--- src/verilog/simd_alu_defs.svh ---
// Word geometry and saturation limits of the packed-SIMD unit
// Limits are raw two's complement bit patterns of the lane width
`ifndef SIMD_ALU_DEFS_SVH
`define SIMD_ALU_DEFS_SVH

// Word and lane geometry
`define SIMD_XLEN   32
`define SIMD_NBYTES 4

// Signed and unsigned clamp values
`define SIMD_SAT_S8_MIN  8'h80
`define SIMD_SAT_S8_MAX  8'h7f
`define SIMD_SAT_S16_MIN 16'h8000
`define SIMD_SAT_S16_MAX 16'h7fff
`define SIMD_SAT_U8_MAX  8'hff

`endif
--- src/verilog/simd_lane_pkg.sv ---
// Data layout types of the SIMD datapath
// Lane sums are indexed by byte, bit 8 is the extended sign or carry
`include "simd_alu_defs.svh"

package simd_lane_pkg;

  // One data word
  typedef logic [`SIMD_XLEN-1:0] simd_word_t;

  // One flag per byte lane
  typedef logic [`SIMD_NBYTES-1:0] byte_flags_t;

  // Extended 9-bit sum of every byte adder
  typedef logic [`SIMD_NBYTES-1:0][8:0] lane_sum_t;

endpackage

--- src/verilog/simd_op_pkg.sv ---
// Instruction encodings of the SIMD unit
// Codes above UMAX are not decoded and fall back to a wrapping add
package simd_op_pkg;

  // Operation code
  typedef enum logic [4:0] {
    ADD    = 5'd0,  SUB    = 5'd1,
    RADD   = 5'd2,  RSUB   = 5'd3,
    URADD  = 5'd4,  URSUB  = 5'd5,
    KADD   = 5'd6,  KSUB   = 5'd7,
    UKADD  = 5'd8,  UKSUB  = 5'd9,
    CMPEQ  = 5'd10,
    SCMPLT = 5'd11, SCMPLE = 5'd12,
    UCMPLT = 5'd13, UCMPLE = 5'd14,
    SMIN   = 5'd15, SMAX   = 5'd16,
    UMIN   = 5'd17, UMAX   = 5'd18
  } simd_op_e;

  // Lane width
  typedef enum logic {
    W8  = 1'b0,
    W16 = 1'b1
  } lane_width_e;

  // Result source, five sources need three bits
  typedef enum logic [2:0] {
    SUM, HALF, SAT, CMP, MINMAX
  } res_sel_e;

endpackage

--- src/verilog/simd_alu_top.sv ---
`timescale 1ns/1ns
// Four-phase req/ack wrapper around the SIMD datapath
// One operation in flight, ack_o rises the edge after operand capture
// A new req_i must wait until ack_o is low
module simd_alu_top
  import simd_op_pkg::*, simd_lane_pkg::*;
(
  input  logic        clk_i,
  input  logic        rst_n_i,
  input  logic        req_i,
  input  simd_op_e    op_i,
  input  lane_width_e width_i,
  input  simd_word_t  operand_a_i,
  input  simd_word_t  operand_b_i,
  output logic        ack_o,
  output simd_word_t  result_o,
  output logic        ov_o
);

  typedef enum logic {ST_IDLE, ST_BUSY} state_e;

  state_e      state_q;
  simd_op_e    op_q;
  lane_width_e width_q;
  simd_word_t  a_q;
  simd_word_t  b_q;

  logic        sub, is_signed, width8, cmp_less, cmp_equal, cmp_invert, adder_ov;
  res_sel_e    res_sel;
  lane_sum_t   lane_sum;
  simd_word_t  sum, half, sat, cmp, minmax, result_d;

  // Capture on the edge that accepts a request
  always_ff @(posedge clk_i) begin
    if (state_q == ST_IDLE && req_i) begin
      op_q    <= op_i;
      width_q <= width_i;
      a_q     <= operand_a_i;
      b_q     <= operand_b_i;
    end
  end

  simd_op_decode simd_op_decode_i (
    .op_i(op_q), .width_i(width_q), .sub_o(sub), .signed_o(is_signed), .width8_o(width8),
    .res_sel_o(res_sel), .cmp_less_o(cmp_less), .cmp_equal_o(cmp_equal),
    .cmp_invert_o(cmp_invert)
  );

  simd_lane_adder simd_lane_adder_i (
    .operand_a_i(a_q), .operand_b_i(b_q), .sub_i(sub), .signed_i(is_signed),
    .width8_i(width8), .sum_o(sum), .half_o(half), .sat_o(sat), .lane_sum_o(lane_sum),
    .ov_o(adder_ov)
  );

  simd_lane_compare simd_lane_compare_i (
    .operand_a_i(a_q), .operand_b_i(b_q), .lane_sum_i(lane_sum), .signed_i(is_signed),
    .width8_i(width8), .cmp_less_i(cmp_less), .cmp_equal_i(cmp_equal),
    .cmp_invert_i(cmp_invert), .cmp_o(cmp), .minmax_o(minmax)
  );

  always_comb begin
    case (res_sel)
      HALF:    result_d = half;
      SAT:     result_d = sat;
      CMP:     result_d = cmp;
      MINMAX:  result_d = minmax;
      default: result_d = sum;
    endcase
  end

  ////////////////////////////////////////////////////////////
  // Handshake sequencer and result register
  ////////////////////////////////////////////////////////////
  always_ff @(posedge clk_i) begin
    if (!rst_n_i) begin
      state_q  <= ST_IDLE;
      ack_o    <= 1'b0;
      result_o <= '0;
      ov_o     <= 1'b0;
    end else begin
      case (state_q)
        ST_IDLE: begin
          if (req_i) begin
            state_q <= ST_BUSY;
          end
        end
        default: begin
          if (!ack_o) begin
            ack_o    <= 1'b1;
            result_o <= result_d;
            // Overflow only reported by saturating ops
            ov_o     <= adder_ov & (res_sel == SAT);
          end else if (!req_i) begin
            ack_o   <= 1'b0;
            state_q <= ST_IDLE;
          end
        end
      endcase
    end
  end

endmodule

--- src/verilog/simd_lane_compare.sv ---
`timescale 1ns/1ns
// Lane comparator and min/max select, fed by the adder difference
// Valid only while the adder subtracts b from a
`include "simd_alu_defs.svh"

module simd_lane_compare
  import simd_lane_pkg::*;
(
  input  simd_word_t operand_a_i,
  input  simd_word_t operand_b_i,
  input  lane_sum_t  lane_sum_i,
  input  logic       signed_i,
  input  logic       width8_i,
  input  logic       cmp_less_i,
  input  logic       cmp_equal_i,
  input  logic       cmp_invert_i,
  output simd_word_t cmp_o,
  output simd_word_t minmax_o
);

  byte_flags_t eq_byte;
  byte_flags_t less_byte;
  byte_flags_t eq_lane;
  byte_flags_t less_lane;
  byte_flags_t mask;

  ////////////////////////////////////////////////////////////
  // Per-byte flags
  ////////////////////////////////////////////////////////////
  always_comb begin
    for (int i = 0; i < `SIMD_NBYTES; i++) begin
      eq_byte[i] = (lane_sum_i[i][7:0] == 8'h00);
      // Differing signs decide from a alone
      if (operand_a_i[8*i+7] ^ operand_b_i[8*i+7]) begin
        less_byte[i] = ~(operand_a_i[8*i+7] ^ signed_i);
      end else begin
        less_byte[i] = lane_sum_i[i][8];
      end
    end
  end

  // Halfword lanes: both bytes equal, less from the top byte
  assign eq_lane   = width8_i ? eq_byte : {{2{&eq_byte[3:2]}}, {2{&eq_byte[1:0]}}};
  assign less_lane = width8_i ? less_byte : {{2{less_byte[3]}}, {2{less_byte[1]}}};

  assign mask = ((less_lane & {`SIMD_NBYTES{cmp_less_i}}) |
                 (eq_lane & {`SIMD_NBYTES{cmp_equal_i}})) ^ {`SIMD_NBYTES{cmp_invert_i}};

  // Widen the mask and pick per byte
  always_comb begin
    for (int i = 0; i < `SIMD_NBYTES; i++) begin
      cmp_o[8*i +: 8]    = {8{mask[i]}};
      minmax_o[8*i +: 8] = mask[i] ? operand_a_i[8*i +: 8] : operand_b_i[8*i +: 8];
    end
  end

endmodule

--- src/verilog/simd_lane_adder.sv ---
`timescale 1ns/1ns
// Lane-splittable adder built from four 9-bit byte adders
// In 16-bit mode the carry crosses bytes 0-1 and 2-3 only
// Unsigned halving subtract yields a two's complement lane result
`include "simd_alu_defs.svh"

module simd_lane_adder
  import simd_lane_pkg::*;
(
  input  simd_word_t operand_a_i,
  input  simd_word_t operand_b_i,
  input  logic       sub_i,
  input  logic       signed_i,
  input  logic       width8_i,
  output simd_word_t sum_o,
  output simd_word_t half_o,
  output simd_word_t sat_o,
  output lane_sum_t  lane_sum_o,
  output logic       ov_o
);

  localparam logic [7:0]  S8_MIN  = `SIMD_SAT_S8_MIN;
  localparam logic [7:0]  S8_MAX  = `SIMD_SAT_S8_MAX;
  localparam logic [15:0] S16_MIN = `SIMD_SAT_S16_MIN;
  localparam logic [15:0] S16_MAX = `SIMD_SAT_S16_MAX;
  localparam logic [7:0]  U8_MAX  = `SIMD_SAT_U8_MAX;

  byte_flags_t clamp_byte;
  byte_flags_t clamp;
  byte_flags_t neg;

  ////////////////////////////////////////////////////////////
  // Byte adders
  ////////////////////////////////////////////////////////////
  always_comb begin
    logic       cin;
    logic [7:0] b_byte;
    logic [8:0] byte_add;
    logic       ext_a;
    logic       ext_b;
    cin = 1'b0;
    for (int i = 0; i < `SIMD_NBYTES; i++) begin
      // Lane bottom restarts the chain
      if (width8_i || (i % 2 == 0)) begin
        cin = sub_i;
      end
      b_byte   = operand_b_i[8*i +: 8] ^ {8{sub_i}};
      byte_add = {1'b0, operand_a_i[8*i +: 8]} + {1'b0, b_byte} + {8'h00, cin};
      // Extension bits of a and of the inverted b
      ext_a = signed_i & operand_a_i[8*i+7];
      ext_b = (signed_i & operand_b_i[8*i+7]) ^ sub_i;
      lane_sum_o[i] = {ext_a ^ ext_b ^ byte_add[8], byte_add[7:0]};
      sum_o[8*i +: 8] = byte_add[7:0];
      cin = byte_add[8];
    end
  end

  // Halving is the extended lane sum shifted right by one
  always_comb begin
    for (int i = 0; i < `SIMD_NBYTES; i++) begin
      half_o[8*i +: 8] = {(!width8_i && (i % 2 == 0)) ? lane_sum_o[i | 1][0] : lane_sum_o[i][8],
                          lane_sum_o[i][7:1]};
    end
  end

  ////////////////////////////////////////////////////////////
  // Saturation
  ////////////////////////////////////////////////////////////
  always_comb begin
    for (int i = 0; i < `SIMD_NBYTES; i++) begin
      clamp_byte[i] = signed_i ? (lane_sum_o[i][8] ^ lane_sum_o[i][7]) : lane_sum_o[i][8];
    end
    // 16-bit lanes follow their top byte
    for (int i = 0; i < `SIMD_NBYTES; i++) begin
      clamp[i] = width8_i ? clamp_byte[i] : clamp_byte[i | 1];
      neg[i]   = width8_i ? lane_sum_o[i][8] : lane_sum_o[i | 1][8];
    end
  end

  always_comb begin
    for (int i = 0; i < `SIMD_NBYTES; i++) begin
      if (!clamp[i]) begin
        sat_o[8*i +: 8] = lane_sum_o[i][7:0];
      end else if (!signed_i) begin
        sat_o[8*i +: 8] = sub_i ? 8'h00 : U8_MAX;
      end else if (width8_i) begin
        sat_o[8*i +: 8] = neg[i] ? S8_MIN : S8_MAX;
      end else begin
        sat_o[8*i +: 8] = neg[i] ? S16_MIN[8*(i%2) +: 8] : S16_MAX[8*(i%2) +: 8];
      end
    end
  end

  assign ov_o = |clamp;

endmodule

--- src/verilog/simd_op_decode.sv ---
`timescale 1ns/1ns
// Operation decoder of the SIMD unit, purely combinational
// Compare and min/max codes always subtract, the masks reuse the difference
module simd_op_decode
  import simd_op_pkg::*;
(
  input  simd_op_e    op_i,
  input  lane_width_e width_i,
  output logic        sub_o,
  output logic        signed_o,
  output logic        width8_o,
  output res_sel_e    res_sel_o,
  output logic        cmp_less_o,
  output logic        cmp_equal_o,
  output logic        cmp_invert_o
);

  // Adder control
  assign sub_o = op_i inside {SUB, RSUB, URSUB, KSUB, UKSUB, CMPEQ, SCMPLT, SCMPLE,
                              UCMPLT, UCMPLE, SMIN, SMAX, UMIN, UMAX};
  assign signed_o = op_i inside {RADD, RSUB, KADD, KSUB, SCMPLT, SCMPLE, SMIN, SMAX};
  assign width8_o = (width_i == W8);

  // Mask is (less | equal), inverted for max
  assign cmp_less_o   = op_i inside {SCMPLT, SCMPLE, UCMPLT, UCMPLE, SMIN, SMAX, UMIN, UMAX};
  assign cmp_equal_o  = op_i inside {CMPEQ, SCMPLE, UCMPLE, SMAX, UMAX};
  assign cmp_invert_o = op_i inside {SMAX, UMAX};

  ////////////////////////////////////////////////////////////
  // Result source
  ////////////////////////////////////////////////////////////
  always_comb begin
    case (op_i)
      RADD, RSUB, URADD, URSUB: res_sel_o = HALF;
      KADD, KSUB, UKADD, UKSUB: res_sel_o = SAT;
      CMPEQ, SCMPLT, SCMPLE,
      UCMPLT, UCMPLE:           res_sel_o = CMP;
      SMIN, SMAX, UMIN, UMAX:   res_sel_o = MINMAX;
      default:                  res_sel_o = SUM;
    endcase
  end

endmodule

--- config.mk ---
export PLATFORM = sky130hd
export DESIGN_NAME = simd_alu_top
export DESIGN_NICKNAME = d
export VERILOG_FILES = /design/src/verilog/simd_lane_pkg.sv /design/src/verilog/simd_op_pkg.sv /design/src/verilog/simd_alu_top.sv /design/src/verilog/simd_lane_compare.sv /design/src/verilog/simd_lane_adder.sv /design/src/verilog/simd_op_decode.sv
export VERILOG_INCLUDE_DIRS = /design/src /design/src/verilog
export SDC_FILE = /design/constraint.sdc
export NUM_CORES = 1
export LEC_CHECK = 0
export BUFFER_PORTS_ARGS = -buffer_cell sky130_fd_sc_hd__buf_2
export CORE_ASPECT_RATIO = 0.5
export CORE_UTILIZATION = 50
export CTS_CLUSTER_SIZE = 12
export DETAILED_ROUTE_END_ITERATION = 6
export GPL_TIMING_DRIVEN = 0
export PLACE_DENSITY_LB_ADDON = 0.15
export SYNTH_ARGS = -nofsm -noshare
export SYNTH_HDL_FRONTEND = slang
export SYNTH_HIERARCHICAL = 1
export SYNTH_SLANG_ARGS = --single-unit
--- constraint.sdc ---
create_clock -name clk_i -period 6.5 [get_ports clk_i]
set_input_delay 1.3 -clock clk_i [delete_from_list [all_inputs] [get_ports clk_i]]
set_output_delay 1.3 -clock clk_i [all_outputs]
set_load 0.01 [all_outputs]
==> results, run 1 <==
- Yosys instantiated no cell more often than buf_4.
- Setup repair after global routing could not meet its margin everywhere.
- The startpoint of the most critical setup path is op_q[3].
- The number of global-route vias before repair was 7314.
- The largest total area in the synthesized netlist belongs to edfxtp_1.
- The fraction of final layout cells sized beyond drive strength 1 is 43.3%.
- The core region area is 0.0175 mm2.
- The finished cells cover 0.0112 mm2.
- The number of pins with negative max-slew slack in the final report is 0.
- The average instance in the mapped netlist occupies 9.87 um2.
- After clock tree synthesis, the clock-pin slew on the worst setup and hold paths is 0.07 ns.
- The critical path arrival is 6.72 ns.
- The final count of negative-setup-slack endpoints is 0.
- The combinational share of power is 51.1%.
- The count of placed standard cells in the final layout, fillers left out is 1311.
- The critical path data required time is 6.74 ns.
- Including well taps, the total number of placed cells is 1257.
- The number of inserted filler cells in the final layout is 1444.
- Summed over all nets, wire length on met2 after detailed routing comes to 11.0 mm.
- Of the total power, the share spent switching nets is 35.6%.
- The number of antenna violations at the first check in global routing is 0.
- The repair_antennas step left the layout with diodes totalling 0.
- The initial detailed-routing violation count is 553.
- The clock tree root driver cell is clkbuf_16.
- The CTS buffer count is 9.
- The cell with the biggest individual delay on the critical path is or4_4.
- The H-tree was split into 3 levels.
- The run finished with clean final reports.
- The hold violation count in the final report came to 0.
- By area the synthesized netlist is led by edfxtp_1 (23%), a221oi_2 (10%), buf_4 (7.9%).
- After detailed routing, the wire length on met1 is 12.2 mm.
- The worst IR drop on VDD is 0.000145 V.
- The count of yosys warnings during synthesis is 6.
- The wire-length estimate of the detail-placed layout is 17.5 mm.
- For this run, the post-layout net count is 1180.
- Sequential cells burn 26.4% of the power.
- The largest clock skew in the final design is 0.0117 ns.
- After synthesis the cells add up to 0.00903 mm2.
- The met3 wirelength from detailed routing is 1.49 mm.
- The maximum clock path buffer count is 2.
- After synthesis, the largest area contributor takes up 23.3% of total cell area.
- TritonCTS built the clock tree.
- Of all flip-flops after synthesis, the portion carrying an async set or reset was 0%.
- The total I/O pin count is 107.
- Before CTS, the worst setup slack after placement is -1.30 ns.
- The worst hold-check path type is flop to flop.
- On the worst path, the slowest cell contributes a delay of 0.51 ns.
- The share of the cycle needed by the critical path after routing is 99.6%.
- The reported max-cap violation count is 0.
- The total congestion overflow after global routing is 0.
- In the post-route analysis, the smallest setup slack over all paths is 0.0235 ns.
- Measured along the y axis, the die boundary spans 97.0 um.
- The routed length per placed instance is 19.0 um.
- The number of nets in the synthesized netlist is 1023.
- For this run, the leading register cell type out of synthesis is edfxtp_1.
- Signal routing reaches up to met4.
- The aggregate routed wire length is 25.0 mm.
- The clock sink count is 105.
- After layout, the minimum clock period comes to 6.48 ns.
- By count the netlist is led by buf_4 (95), o21ai_0 (84), inv_1 (82).
- Routability-driven placement finished with a final weighted congestion of 0.881.
- STA classifies the critical path startpoint as a flop.
- Based on the critical path, the design can be clocked at up to 154 MHz.
- Yosys mapped a number of flops with a built-in enable equal to 70.
- The power density normalized to cell area is 270 mW/mm2.
- Entering global routing, the biggest net connects 36 pins.
- Broken down by cell family, the worst path's largest delay share belongs to compound AO/OA/AOI/OAI gates.
- In this run, distinct cell masters in the synthesized netlist total 67.
- The critical path class is flop to flop.
- The worst-case register-to-register setup slack is 0.02 ns.
- After synthesis, flip-flops and latches occupy 31.0% of the total area.
- The switching power total is 1.08 mW.
- The internal portion of the total power is 1.95 mW.
- The proportion of power drawn by the clock network is 22.4%.
- Compared with the post-synthesis result, the final layout area differs by 24.2%.
- In this run the tightest slew margin relative to its limit is 15.4%.
- The actual transition at the worst max-transition pin is 1.27 ns.
- The cell count after synthesis came out at 915.
- In the routed layout, each cell is associated on average with a via count of 5.68.
- STA classifies the critical path endpoint as a flop.
- The count of buffers added on input and output ports is 106.
- The startpoint identified for the worst register-to-register timing path is op_q[3].
- The routed via count is 7444.
- The die area is 0.0186 mm2.
- The first global-routing pass estimated 39.5 mm of wire.
- The number of buffers and inverters on the critical path is 7.
- Summed over all cells, the static leakage comes to 5.01 nW.
- Measured along the x axis, the die boundary spans 192 um.
- The global routing usage summed across all routing layers is 27.2%.
- In this run the cell area measured after placement is 0.00998 mm2.
- The synthesized flop and latch total is 105.
- The initialized floorplan defines 34 standard-cell rows.
- The detailed-route DRC error count is 0.
- The biggest fanout along the worst timing path is 6.
- The worst hold path startpoint is ov_o.
- The remaining antenna violation count is 0.
- The initial utilization of the core area, before any placement, comes to 51.5%.
- The clock network latency to the later pin of the worst-skew pair is 0.36 ns.
- Before antenna repair, the detailed router went through 5 iterations.
-- cell families after synthesis --
logic type	after synthesis	synth area share [%]
mux	60	7.27
xor+xnor	73	7.70
compound gates	271	25.9
buf+inv	220	13.8
simple gates	149	8.71
flops	105	31.0
fa+ha+maj	37	5.60
-- area by class of cell --
class                   instances  area (um2)  share of cell area, %
inverters                      83         315                   2.81
well taps                     234         293                   2.61
repair buffers                148         937                   8.35
multi-input cells             590        5520                   49.2
flip-flops and latches        105        2800                   25.0
plain buffers                 135         990                   8.82
clock inverters                 6         129                   1.15
clock buffers                  10         239                   2.13
-- sequential cells by signal (all words and copies together), names as in the netlist --
signal and flops:
ack_o 1, a_q 32, ov_o 1, result_o 32, state_q 1, op_q 5, b_q 32, width_q 1
-- power by group through the flow --
stage	Combinational (mW)	Clock, mW	Sequential (mW)
after global routing	1.67	0.717	0.808
after CTS	1.42	0.689	0.800
after floorplan	1.06	0	0.819
final	1.55	0.680	0.801
after global placement	1.31	0	0.819
after detailed placement	1.33	0	0.815
-- worst register-to-register path: cells and delay by family (launching register included) --
| kind | cells | cell delay (ns) |
|---|---|---|
| buffers and inverters | 7 | 0.82 |
| adders and majority gates | 3 | 1.16 |
| and+or+nand+nor | 5 | 1.38 |
| muxes | 1 | 0.33 |
| AOI/OAI and AO/OA | 12 | 1.75 |
| xor gates and xnor gates | 3 | 0.50 |
| DFF | 1 | 0.42 |
-- layer usage --
metal  track usage, %  vias up
met5                0        -
met2             40.6      241
met3             4.97       21
li1                 -     3567
met4             5.81        0
met1             40.7     3615
-- metrics by stage --
stage	power (mW)	TNS, ns	hold slack (ns)	util (%)
6_report	3.03	0	0.477	64.0
5_1_grt	3.20	-4.94	0.503	64.0
4_1_cts	2.91	0	0.483	61.3
3_5_place_dp	2.15	-34.43	0.472	56.9
3_3_place_gp	2.13	-32.42	0.450	56.7
2_1_floorplan	1.88	-0.204	0.477	-
-- final timing paths --
| check | cells past startpoint | end |
|---|---|---|
| setup reg to reg | 31 | result_o[30] |
| hold reg to reg | 2 | ov_o |
| hold / removal | 2 | ov_o |
| setup / recovery | 31 | result_o[30] |
-- cell usage in the layout, fill, tap and decap left out, types with 20 or more instances in the layout --
cell / synthesis / routed
mux2i_1: 21 / 21
ha_1: 29 / 28
a21oi_1: 28 / 20
buf_4: 95 / 125
nor2_1: 42 / 38
o21ai_0: 84 / 54
nand2_1: 26 / 26
edfxtp_1: 70 / 70
buf_2: 16 / 121
a221oi_2: 62 / 54
nand2b_1: 30 / 26
inv_1: 82 / 79
xor2_1: 45 / 40
xnor2_1: 22 / 20
a22o_1: 32 / 32
mux2_2: 37 / 26
dfxtp_1: 35 / 35
-- timing repair --
item	4_1_cts	5_1_grt
setup endpoints to repair	32	32
hold buffers	0	0
gates resized for setup	34	86
pin swaps	19	48
buffers inserted	23	17
No activity file was read; power rests on OpenSTA's default activity.
==> inputs of run 2 (changes only) <==
--- a/config.mk
+++ b/config.mk
@@ -12,7 +12,8 @@
 export CTS_CLUSTER_SIZE = 12
 export DETAILED_ROUTE_END_ITERATION = 6
 export GPL_TIMING_DRIVEN = 0
-export PLACE_DENSITY_LB_ADDON = 0.15
+export PLACE_DENSITY = 0.73
+export RECOVER_POWER = 50
 export SYNTH_ARGS = -nofsm -noshare
 export SYNTH_HDL_FRONTEND = slang
 export SYNTH_HIERARCHICAL = 1
==> run 2 against run 1 <==
  * The run now ends with max-capacitance violations, max-slew violations left
  * Clock-buffer cell count grew 1
  * Clock skew grew 0.00064 ns
  * Sequential share of layout area grew 0.47 points
  * Core utilization shrank 1.2 points
  * First-iteration DRC count shrank 2.4%
  * Non-clock buffer count is the same
  * Largest cell class unchanged
==> results, run 2 (synthesized netlist as in run 1, its figures left out) <==
- The routed via count is 7486.
- The number of pins with negative max-slew slack in the final report is 35.
- By startpoint and endpoint, the worst setup path is classified as flop to flop.
- Entering global routing, the biggest net connects 37 pins.
- The die height is 97.0 um.
- The hold violation count in the final report is 0.
- For the pin with the worst max-slew slack, the measured transition is 1.97 ns.
- The die area is 0.0186 mm2.
- The wire length of the first global-routing pass is 38.5 mm.
- The footprint of the flip-flops and latches is 0.00280 mm2.
- The initial utilization of the core area, before any placement, comes to 51.5%.
- The clock tree from TritonCTS is built.
- STA classifies the critical path startpoint as a flop.
- The time the worst path needs with I/O delays and setup is 6.48 ns.
- The H-tree depth is 3.
- After detailed routing, the number of remaining DRC violations is 0.
- For the worst setup path, the data arrival time is 6.73 ns.
- The worst-case IR drop observed on VDD is 0.000160 V.
- The number of inserted filler cells in the final layout is 1458.
- For this design the ratio of total power to cell area is 263 mW/mm2.
- Once routing completed, OpenROAD measured the worst setup slack at 0.0246 ns.
- During placement, the flow inserted port buffers numbering 106.
- The clock sink count is 105.
- The number of global-route vias before repair is 7350.
- The fmax is 154 MHz.
- Clock skew on the completed layout was measured at 0.0123 ns.
- In this run, CTS created clock tree buffers numbering 9.
- The post-route netlist has 42.8% of its cells at a drive strength greater than 1.
- Overall power consumption after layout is estimated at 2.89 mW.
- The clock reaches the later pin of the worst-skew pair after 0.37 ns.
- Setup repair after global routing could not meet its margin everywhere.
- In the final layout, the registers with the most flip-flops are a_q x32, b_q x32, result_o x32.
- The capturing element type of the critical path is a flop.
- The first detailed-routing pass ran for 5 iterations.
- The checks that failed: max-capacitance violations, max-slew violations.
- The clock tree root driver cell is clkbuf_16.
- The horizontal extent of the die is 192 um.
- The number of inserted diodes is 0.
- The wire-length estimate of the detail-placed layout is 17.6 mm.
- Global routing consumed, over all layers together, 26.6% of the routing resources.
- The clock edge transition at the registers on the reported setup and hold paths is 0.08 ns.
- For this block, the routed nets add up to 24.7 mm of wire.
- In the final layout, the multi-input gates occupy 0.00542 mm2.
- The number of hold buffers added after CTS was 0.
- The number of antenna violations at the first check in global routing came to 0.
- The cell with the biggest individual delay on the critical path is or4_4.
- Adding up every negative setup slack in the final design gives 0 ns.
- Setup violations remaining at the end of the flow were counted as 0.
- After global routing the overflow that remains totals 0.
- The worst setup slack before clock tree synthesis is -1.16 ns.
- The leakage power total is 4.94 nW.
- In the layout the commonest cells are buf_4 (125), buf_2 (121), inv_1 (79).
- The floorplan step defined a core boundary enclosing 0.0175 mm2.
- After the last flow step, the layout net total stands at 1180.
- The floorplan has 34 rows.
- After detailed routing, the average wire length per cell comes to 18.8 um.
- For this run, the slowest stage of the critical path takes 0.50 ns.
- The worst hold-check path type is flop to flop.
- Of the available clock period, the critical path in the final layout requires 99.6%.
- The final standard cell utilization of the core is 62.8%.
- The run finished, with violations left.
- The detailed router finished its first iteration with 540 violations.
- In this run the tightest slew margin relative to its limit is -31.3%.
- The maximum clock path buffer count is 2.
- The global placement routability congestion is 0.901.
- Leaving out fill and tap cells, the most frequent cell in the layout is buf_4.
- The detailed-route vias per instance is 5.71.
- In this run the remaining antenna-violating nets after routing total 0.
- The critical path data required time is 6.75 ns.
- Along the worst path, the maximum fanout reaches 13.
- The signed area change from the synthesized netlist to the final layout is 22.0%.
- For this design the top-level I/O count stands at 107.
- The reported max-cap violation count is 1.
## run 2: cell count changes in the layout (fill, tap and decap cells not counted), sizes merged
cell | previous run | this run
bufinv | 4 | 1
clkbuf | 26 | 28
inv | 82 | 84
buf | 267 | 266
## run 2: worst max-delay path: cells and delay by family (launching register included)
kind,cells,cell delay (ns)
adders and majority gates,3,1.15
xor gates and xnor gates,3,0.53
DFF,1,0.40
buffers and inverters,8,0.98
and+or+nand+nor,5,1.36
muxes,1,0.27
AOI/OAI and AO/OA,12,1.65
## run 2: area by class of cell
class                      count  share of cell area, %
clock buffer                  11                   2.11
multi-input combinational    590                   49.2
buffer                       135                   8.88
tap                          234                   2.66
inverter                      83                   2.85
timing repair buffer         148                   8.30
clock inverter                 5                  0.511
sequential                   105                   25.4
## run 2: repair_timing
action / in CTS / in global routing
pin swaps: 19 / 31
buffers inserted: 23 / 17
endpoints found under the setup margin: 32 / 32
resized for setup: 33 / 80
## run 2: through the flow
stage	area [um2]	hold slack [ns]	std cells
finish	11000	0.487	1311
global route	11000	0.513	1311
CTS	10600	0.494	1296
detailed placement	9980	0.482	1257
global placement	9930	0.470	1255
floorplan	9110	0.477	915
## run 2: layer usage
metal,routed length [um],GRT usage (%),vias up
met2,10800,40.3,238
met3,1630,5.62,53
li1,-,-,3573
met4,563,7.69,0
met1,11700,38.0,3622
met5,0,0,-
## run 2: final timing paths
path                              start           end  slack [ns]  cells after the start
worst max register to register  op_q[2]  result_o[30]        0.02                     32
worst min register to register     ov_o          ov_o        0.49                      2
worst max-delay path            op_q[2]  result_o[30]        0.02                     32
worst min-delay path               ov_o          ov_o        0.49                      2
## run 2: report_power, final
group	internal (mW)	switching, mW	total (mW)
Sequential	0.767	0.0351	0.802
Clock	0.300	0.261	0.561
Combinational	0.753	0.778	1.53
Total	1.82	1.07	2.89
